--- config.mk ---
export PLATFORM = sky130hd
export DESIGN_NAME = hwlp_fetch_top
export DESIGN_NICKNAME = d
export VERILOG_FILES = /design/src/hdl/hwlp_pkg.sv /design/src/hdl/fetch_pkg.sv /design/src/hdl/hwlp_regs.sv /design/src/hdl/hwlp_ctrl.sv /design/src/hdl/pc_gen.sv /design/src/hdl/hwlp_fetch_top.sv
export SDC_FILE = /design/constraint.sdc
export NUM_CORES = 1
export LEC_CHECK = 0
export BUFFER_PORTS_ARGS = -buffer_cell sky130_fd_sc_hd__buf_2
export CORE_ASPECT_RATIO = 1.4
export CORE_MARGIN = 3
export CORE_UTILIZATION = 25
export CTS_CLUSTER_DIAMETER = 60
export DETAILED_ROUTE_END_ITERATION = 8
export GPL_TIMING_DRIVEN = 0
export PLACE_DENSITY = 0.47
export SYNTH_ARGS = -nofsm -noshare
export SYNTH_HDL_FRONTEND = slang
export SYNTH_SLANG_ARGS = --single-unit
--- constraint.sdc ---
create_clock -name clk -period 4 [get_ports clk]
set_input_delay 0.2 -clock clk [delete_from_list [all_inputs] [get_ports clk]]
set_output_delay 0.2 -clock clk [all_outputs]
set_load 0.01 [all_outputs]
--- src/hdl/hwlp_pkg.sv ---
/*
  Hardware loop register definitions.
  Holds the iteration count type and the selector that picks which loop
  register a configuration write lands in. The loop register bank, the
  controller and the top level refer to these by scoped name.
*/

package hwlp_pkg;

  ////////////////////////////////////////
  // iteration count
  ////////////////////////////////////////

  // width of one loop's iteration counter
  localparam int unsigned CNT_W = 16;

  // unsigned, zero means the loop is exhausted
  typedef logic [CNT_W-1:0] cnt_t;

  ////////////////////////////////////////
  // configuration field selector
  ////////////////////////////////////////

  // which register of the addressed loop a config write updates
  // encoding 2'b11 is unused and the write is dropped
  typedef enum logic [1:0] {
    CFG_START = 2'b00,
    CFG_END   = 2'b01,
    CFG_COUNT = 2'b10
  } cfg_field_e;

endpackage

--- src/hdl/fetch_pkg.sv ---
/*
  Fetch sequencer definitions.
  Instruction address type, the sequential PC increment and the run state
  encoding of the loop controller. Used through scoped names only.
*/

package fetch_pkg;

  // instruction address, byte granular
  typedef logic [31:0] addr_t;

  // one 32-bit instruction per fetch
  localparam addr_t PC_STEP = 32'd4;

  ////////////////////////////////////////
  // run state of the sequencer
  ////////////////////////////////////////

  // idle accepts configuration and go
  // run streams addresses until the stop address is accepted
  typedef enum logic {
    ST_IDLE = 1'b0,
    ST_RUN  = 1'b1
  } run_state_e;

endpackage

--- src/hdl/hwlp_regs.sv ---
/*
  Hardware loop register bank.
  Keeps start address, end address and iteration count for each of the
  N_REGS loops. Configuration writes arrive already qualified by the
  handshake; the controller decrements counts through dec_cnt_i.
*/

`timescale 1ns/10ps

module hwlp_regs #(
  parameter int unsigned N_REGS = 2,
  parameter int unsigned IDX_W  = (N_REGS > 1) ? $clog2(N_REGS) : 1
) (
  input  logic                                  clk,
  input  logic                                  rst_n,

  // configuration write, one field of one loop per cycle
  input  logic                                  cfg_we_i,
  input  logic [IDX_W-1:0]                      cfg_idx_i,
  input  hwlp_pkg::cfg_field_e                  cfg_field_i,
  input  fetch_pkg::addr_t                      cfg_data_i,

  // decrement strobes from the controller
  input  logic [N_REGS-1:0]                     dec_cnt_i,

  // register contents towards the controller
  output fetch_pkg::addr_t [N_REGS-1:0]         start_addr_o,
  output fetch_pkg::addr_t [N_REGS-1:0]         end_addr_o,
  output hwlp_pkg::cnt_t   [N_REGS-1:0]         count_o
);

  fetch_pkg::addr_t [N_REGS-1:0] start_q;
  fetch_pkg::addr_t [N_REGS-1:0] end_q;
  hwlp_pkg::cnt_t   [N_REGS-1:0] cnt_q;

  ////////////////////////////////////////
  // register banks
  ////////////////////////////////////////

  always_ff @(posedge clk or negedge rst_n) begin
    if (!rst_n) begin
      start_q <= '0;
      end_q   <= '0;
      cnt_q   <= '0;
    end else begin
      for (int i = 0; i < N_REGS; i++) begin
        // indices beyond N_REGS-1 never match, so such writes are lost
        if (cfg_we_i && (cfg_idx_i == IDX_W'(i))) begin
          case (cfg_field_i)
            hwlp_pkg::CFG_START: start_q[i] <= cfg_data_i;
            hwlp_pkg::CFG_END:   end_q[i]   <= cfg_data_i;
            // count keeps only the low bits of the data word
            hwlp_pkg::CFG_COUNT: cnt_q[i]   <= cfg_data_i[hwlp_pkg::CNT_W-1:0];
            default: ;
          endcase
        end else if (dec_cnt_i[i] && (cnt_q[i] != '0)) begin
          // saturate at zero
          cnt_q[i] <= cnt_q[i] - hwlp_pkg::cnt_t'(1);
        end
      end
    end
  end

  assign start_addr_o = start_q;
  assign end_addr_o   = end_q;
  assign count_o      = cnt_q;

endmodule

--- src/hdl/hwlp_ctrl.sv ---
/*
  Hardware loop controller.
  Runs the idle/run state machine, compares the presented PC against every
  loop end address and picks the lowest-numbered live loop. It chooses the
  next fetch address, strobes the count decrement on accept and signals the
  end of the run once the stop address has been taken.
*/

`timescale 1ns/10ps

module hwlp_ctrl #(
  parameter int unsigned N_REGS = 2
) (
  input  logic                                  clk,
  input  logic                                  rst_n,

  // run control
  input  logic                                  go_i,
  input  fetch_pkg::addr_t                      boot_addr_i,
  input  fetch_pkg::addr_t                      stop_addr_i,

  // fetch port as seen at the output stage
  input  fetch_pkg::addr_t                      pc_i,
  input  logic                                  pc_valid_i,
  input  logic                                  pc_ready_i,

  // loop registers
  input  fetch_pkg::addr_t [N_REGS-1:0]         start_addr_i,
  input  fetch_pkg::addr_t [N_REGS-1:0]         end_addr_i,
  input  hwlp_pkg::cnt_t   [N_REGS-1:0]         count_i,

  output logic                                  cfg_ready_o,
  output logic [N_REGS-1:0]                     dec_cnt_o,

  // towards the PC generator
  output logic                                  load_boot_o,
  output logic                                  advance_o,
  output fetch_pkg::addr_t                      next_pc_o,
  output logic                                  stop_o,

  output logic                                  done_o
);

  fetch_pkg::run_state_e state_q;
  fetch_pkg::addr_t      stop_q;
  logic                  done_q;

  logic                  start_run;
  logic                  accept;
  logic                  at_stop;

  logic [N_REGS-1:0]     pc_is_end;
  logic [N_REGS-1:0]     dec_sel;
  logic                  hit;
  logic                  last_iter;
  fetch_pkg::addr_t      targ_addr;

  ////////////////////////////////////////
  // run state machine
  ////////////////////////////////////////

  // go only counts while idle
  assign start_run = go_i && (state_q == fetch_pkg::ST_IDLE);

  // handshake on the fetch port, formed here only
  assign accept  = pc_valid_i && pc_ready_i;
  assign at_stop = (pc_i == stop_q);

  always_ff @(posedge clk or negedge rst_n) begin
    if (!rst_n) begin
      state_q <= fetch_pkg::ST_IDLE;
      done_q  <= 1'b0;
    end else begin
      done_q <= stop_o;
      case (state_q)
        fetch_pkg::ST_IDLE: begin
          if (start_run) begin
            state_q <= fetch_pkg::ST_RUN;
          end
        end
        default: begin
          // back to idle in the cycle pc_valid drops
          if (stop_o) begin
            state_q <= fetch_pkg::ST_IDLE;
          end
        end
      endcase
    end
  end

  // stop address held for the whole run
  always_ff @(posedge clk) begin
    if (start_run) begin
      stop_q <= stop_addr_i;
    end
  end

  assign cfg_ready_o = (state_q == fetch_pkg::ST_IDLE);
  assign load_boot_o = start_run;
  assign done_o      = done_q;

  ////////////////////////////////////////
  // end address comparison
  ////////////////////////////////////////

  // a loop is live at pc only while its count is non-zero
  always_comb begin
    for (int i = 0; i < N_REGS; i++) begin
      pc_is_end[i] = (pc_i == end_addr_i[i]) && (count_i[i] != '0);
    end
  end

  // priority pick, lowest index wins
  always_comb begin
    hit       = 1'b0;
    dec_sel   = '0;
    last_iter = 1'b0;
    targ_addr = '0;
    for (int i = 0; i < N_REGS; i++) begin
      if (pc_is_end[i] && !hit) begin
        hit        = 1'b1;
        dec_sel[i] = 1'b1;
        targ_addr  = start_addr_i[i];
        // count of one means this pass is the final one
        last_iter  = (count_i[i] == hwlp_pkg::cnt_t'(1));
      end
    end
  end

  ////////////////////////////////////////
  // next address decision
  ////////////////////////////////////////

  // the decrement applies even on the stop accept
  assign dec_cnt_o = accept ? dec_sel : '0;

  assign advance_o = accept && !at_stop;
  assign stop_o    = accept && at_stop;

  always_comb begin
    if (state_q == fetch_pkg::ST_IDLE) begin
      // nothing to step from, offer the boot address
      next_pc_o = boot_addr_i;
    end else if (hit && !last_iter) begin
      next_pc_o = targ_addr;
    end else begin
      // no loop or final pass, fall through
      next_pc_o = pc_i + fetch_pkg::PC_STEP;
    end
  end

endmodule

--- src/hdl/pc_gen.sv ---
/*
  PC output stage of the fetch stream.
  Holds the presented address and its valid flag. The controller decides
  what comes next; this stage only loads, advances, holds under
  back-pressure and drops valid after the stop address is taken.
*/

`timescale 1ns/10ps

module pc_gen (
  input  logic             clk,
  input  logic             rst_n,

  // controls from the loop controller
  input  logic             load_boot_i,
  input  fetch_pkg::addr_t boot_addr_i,
  input  logic             advance_i,
  input  fetch_pkg::addr_t next_pc_i,
  input  logic             stop_i,

  // fetch stream
  output fetch_pkg::addr_t pc_o,
  output logic             pc_valid_o
);

  fetch_pkg::addr_t pc_q;
  logic             valid_q;

  ////////////////////////////////////////
  // valid flag
  ////////////////////////////////////////

  always_ff @(posedge clk or negedge rst_n) begin
    if (!rst_n) begin
      valid_q <= 1'b0;
    end else if (load_boot_i) begin
      valid_q <= 1'b1;
    end else if (stop_i) begin
      valid_q <= 1'b0;
    end
  end

  // address register, holds when neither load nor advance
  always_ff @(posedge clk) begin
    if (load_boot_i) begin
      pc_q <= boot_addr_i;
    end else if (advance_i) begin
      pc_q <= next_pc_i;
    end
  end

  assign pc_o       = pc_q;
  assign pc_valid_o = valid_q;

endmodule

--- src/hdl/hwlp_fetch_top.sv ---
/*
  Hardware loop fetch sequencer, top level.
  Connects the loop register bank, the loop controller and the PC output
  stage. Program loops through the config port while idle, pulse go_i and
  take addresses from the fetch port until done_o pulses.
*/

`timescale 1ns/10ps

module hwlp_fetch_top #(
  parameter int unsigned N_REGS = 2,
  parameter int unsigned IDX_W  = (N_REGS > 1) ? $clog2(N_REGS) : 1
) (
  input  logic                 clk,
  input  logic                 rst_n,

  // configuration write port
  input  logic                 cfg_valid_i,
  output logic                 cfg_ready_o,
  input  logic [IDX_W-1:0]     cfg_idx_i,
  input  hwlp_pkg::cfg_field_e cfg_field_i,
  input  fetch_pkg::addr_t     cfg_data_i,

  // run start, both addresses sampled with go
  input  logic                 go_i,
  input  fetch_pkg::addr_t     boot_addr_i,
  input  fetch_pkg::addr_t     stop_addr_i,

  // fetch stream
  output logic                 pc_valid_o,
  input  logic                 pc_ready_i,
  output fetch_pkg::addr_t     pc_o,

  output logic                 done_o
);

  fetch_pkg::addr_t [N_REGS-1:0] start_addr;
  fetch_pkg::addr_t [N_REGS-1:0] end_addr;
  hwlp_pkg::cnt_t   [N_REGS-1:0] count;
  logic [N_REGS-1:0]             dec_cnt;

  logic                          cfg_we;
  logic                          load_boot;
  logic                          advance;
  logic                          stop;
  fetch_pkg::addr_t              next_pc;

  // config handshake, ready only while idle
  assign cfg_we = cfg_valid_i && cfg_ready_o;

  hwlp_regs #(
    .N_REGS (N_REGS),
    .IDX_W  (IDX_W)
  ) regs0 (
    .clk          (clk),
    .rst_n        (rst_n),
    .cfg_we_i     (cfg_we),
    .cfg_idx_i    (cfg_idx_i),
    .cfg_field_i  (cfg_field_i),
    .cfg_data_i   (cfg_data_i),
    .dec_cnt_i    (dec_cnt),
    .start_addr_o (start_addr),
    .end_addr_o   (end_addr),
    .count_o      (count)
  );

  hwlp_ctrl #(
    .N_REGS (N_REGS)
  ) ctrl0 (
    .clk          (clk),
    .rst_n        (rst_n),
    .go_i         (go_i),
    .boot_addr_i  (boot_addr_i),
    .stop_addr_i  (stop_addr_i),
    .pc_i         (pc_o),
    .pc_valid_i   (pc_valid_o),
    .pc_ready_i   (pc_ready_i),
    .start_addr_i (start_addr),
    .end_addr_i   (end_addr),
    .count_i      (count),
    .cfg_ready_o  (cfg_ready_o),
    .dec_cnt_o    (dec_cnt),
    .load_boot_o  (load_boot),
    .advance_o    (advance),
    .next_pc_o    (next_pc),
    .stop_o       (stop),
    .done_o       (done_o)
  );

  pc_gen pcgen0 (
    .clk         (clk),
    .rst_n       (rst_n),
    .load_boot_i (load_boot),
    .boot_addr_i (boot_addr_i),
    .advance_i   (advance),
    .next_pc_i   (next_pc),
    .stop_i      (stop),
    .pc_o        (pc_o),
    .pc_valid_o  (pc_valid_o)
  );

endmodule

==> impl_metrics.csv <==
group,metric,value,unit
outcome,status,"finished, final reports clean",
run,maxCapViolCount,0,
floorplan,die_w,188.5,µm
global_routing,met2_usage,31.58,%
clock_tree,cts_made_buffers,29,
power_and_ir_drop,seqPwrFrac,42.6,%
worst_setup_path,path_max_fanout,10,
clock_tree,ctsRootBufferMaster,"clkbuf_16",
synth,ys.warnings.count,0,
final_layout,drive_gt1_share,28.16,%
worst_setup_path,worstSetupEndpointType,"flip-flop",
global_routing,top_usage_layer,"met2",
synth,syn_avg_cell_area,11.49,µm²
floorplan,initial_core_util,25.31,%
global_routing,overflow,0,
timing,fmax,266.6,MHz
global_routing,gr-usage-all-layers,16.50,%
detailed_routing,wirelength,41320,µm
place,dp_hpwl,30690,µm
final_layout,fin_util,32.02,%
global_routing,grt_max_degree,105,
timing,slew_violations,0,
power_and_ir_drop,p_per_area,477.0,nW/µm²
worst_setup_path,required,4.34,ns
detailed_routing,dr.first_iter.drc_count,553,
power_and_ir_drop,power,7.039,mW
global_routing,first_global_vias,9454,
power_and_ir_drop,ir_drop,0.0002734,V
floorplan,rows,93,
global_routing,use_met3,1.580,%
clock_tree,clkLatencyLatePin,0.57,ns
clock_tree,path_clk_slew,0.06,ns
timing,skew,0.03143,ns
power_and_ir_drop,p_int,5.044,mW
detailed_routing,wl_per_cell,21.97,µm
detailed_routing,num_vias,8956,
power_and_ir_drop,switching_share,28.34,%
place,post_dp_cell_area,13220,µm²
timing,setup_viol,0,
power_and_ir_drop,p_leak,5.946,nW
final_layout,postLayoutCellArea,14760,µm²
final_layout,layout.nets,1350,
timing,tightest_slew,1.241,ns
clock_tree,clk_path_buf_depth,3,
floorplan,io_pins,139,
synth,syn_nets,1124,
global_routing,antenna_found_initial,1,
detailed_routing,avgViaCountPerCell,4.761,
synth,yosys_most_used_dff,"dfrtp_1",
timing,rsz0062_at_grt,"false",
synth,synth_cells,1015,
synth,async_flop_share,71.81,%
worst_setup_path,crit_type,"reg -> reg",
timing,finalCritPeriodShare,93.77,%
synth,synth-seq-area-share,51.46,%
synth,ys_types,59,
detailed_routing,drtPass1Iterations,5,
timing,fin_setup_tns,0,ns
timing,whs,0.02479,ns
clock_tree,cts_tree,"built",
power_and_ir_drop,clock_power_share,38.4,%
floorplan,dieArea,49310,µm²
worst_setup_path,start_kind,"flip-flop",
min_path,worstHoldPathType,"in -> reg",
global_routing,grt_pass1_wl,61130,µm
clock_tree,cts_setup_buffers,0,
timing,slew_headroom,16.49,%
floorplan,core,46080,µm²
timing,post-route-min-period,3.751,ns
detailed_routing,ant_nets,0,
clock_tree,cts_sinks,227,
place,gp_congestion,0.8459,
timing,timing_hold_violations_final,0,
detailed_routing,post-route-drc-count,0,
floorplan,die_h,261.5,µm
place,port_buffers,138,
power_and_ir_drop,p_sw,1.995,mW
synth,synth-edff-count,64,
final_layout,num_antenna_cells,0,
final_layout,area_delta_synth_final,26.55,%
clock_tree,htreeDepth,1,
worst_setup_path,worstPathArrival,4.09,ns
global_routing,met1_usage,19.64,%
synth,synth-seq-cells,227,
power_and_ir_drop,p_comb_share,19.0,%
synth,synthesis.area,11660,µm²
stage by stage:
step / setup slack (ns) / cells
finish: 0.2493 / 1881
global route: 0.07921 / 1881
CTS: 0.2438 / 1881
detailed placement: 0.2598 / 1773
global placement: -1.876 / 1770
floorplan: 0.3010 / 1015
critical path: stages, from the launching register on:
cell	delay (ns)
edfxtp_1	0.34
clkbuf_1	0.53
xnor2_1	0.19
nand4_1	0.16
nor4_1	0.69
o211a_1	0.31
buf_6	0.16
clkbuf_1	0.50
a22oi_1	0.20
a211oi_1	0.43
placed cells by master, fill, tap and decap left out, types with 24 or more instances in the layout:
master         netlist  layout
dfrtp_1            163     163
buf_2               13     150
mux2_2             128     128
xnor2_1             77      77
nor2_1              73      73
edfxtp_1            64      64
clkbuf_1            50      55
dlygate4sd3_1        0      54
a211oi_1            53      53
xor2_1              45      45
nand2_1             41      41
a22oi_1             37      37
clkbuf_16            0      31
a21oi_1             30      30
o21ai_0             25      25
nor3_1              24      24
flip-flops by register name (all words and copies together) (netlist names):
signal,count
regs0.end_addr_o,64
pcgen0.pc_o,32
ctrl0.state_q,1
regs0.count_o,32
ctrl0.done_o,1
ctrl0.stop_q,32
regs0.start_addr_o,64
pcgen0.pc_valid_o,1
power by group through the flow:
stage               registers [mW]  logic, mW  clock network [mW]
floorplan                     3.01      0.826                   0
global placement              3.03       1.28                   0
detailed placement            3.04       1.31                   0
CTS                           3.00       1.36                2.76
global route                  3.05       1.46                2.86
finish                        3.00       1.33                2.70
routing by layer:
metal  part of all wire (%)  vias up
met2                     54      192
met3                    3.5       58
met1                     41     4535
met4                    2.3        2
li1                       -     4169
met5                  0.017        -
synthesized netlist by cell type, drive strengths merged (23+ instances only):
cell,instances,share of area (%)
clkbuf,50,1.6
a21oi,30,1.3
nand3,23,0.99
o21ai,25,1.1
xor2,45,3.4
nor2,75,2.5
edfxtp,64,16
dfrtp,163,35
buf,26,1.2
a22oi,37,2.4
xnor2,77,5.8
a211oi,53,3.4
nand2,41,1.3
mux2,128,12
nor3,25,1.1
cells by family (layout without fill, tap and decap cells):
group	count (synthesis)	in the layout	synth area share (%)
and+or+nand+nor	248	248	11.15
DFF	227	227	51.46
AOI/OAI and AO/OA	187	187	11.65
muxes	131	131	12.62
xor gates and xnor gates	122	122	9.163
buffers and inverters	95	344	3.423
adders and majority gates	5	5	0.5365
final cells by class:
type | count | area (µm²)
multi-input cells | 693 | 5280
well taps | 617 | 772.0
repair buffers | 195 | 1309
inverters | 19 | 71.32
plain buffers | 76 | 327.8
clock buffers | 41 | 863.3
fillers | 4853 | 31320
clock inverters | 13 | 132.6
flip-flops and latches | 227 | 6001
final timing paths:
check	slack, ns	cells after the start	from	to
worst min register to register	0.50	1	regs0.start_addr_o[2]	regs0.start_addr_o[2]
max in group asynchronous	2.93	3	rst_n	regs0.end_addr_o[27]
worst max-delay path	0.25	9	pcgen0.pc_o[15]	pcgen0.pc_o[16]
worst max register to register	0.25	9	pcgen0.pc_o[15]	pcgen0.pc_o[16]
min in group asynchronous	0.17	2	rst_n	regs0.count_o[17]
worst min-delay path	0.02	3	boot_addr_i[23]	pcgen0.pc_o[23]
what timing repair did:
item,4_1_cts,5_1_grt
resized for setup,0,0
endpoints found under the hold margin,162,0
hold buffers,54,0
(Power assumes the default switching activity.)
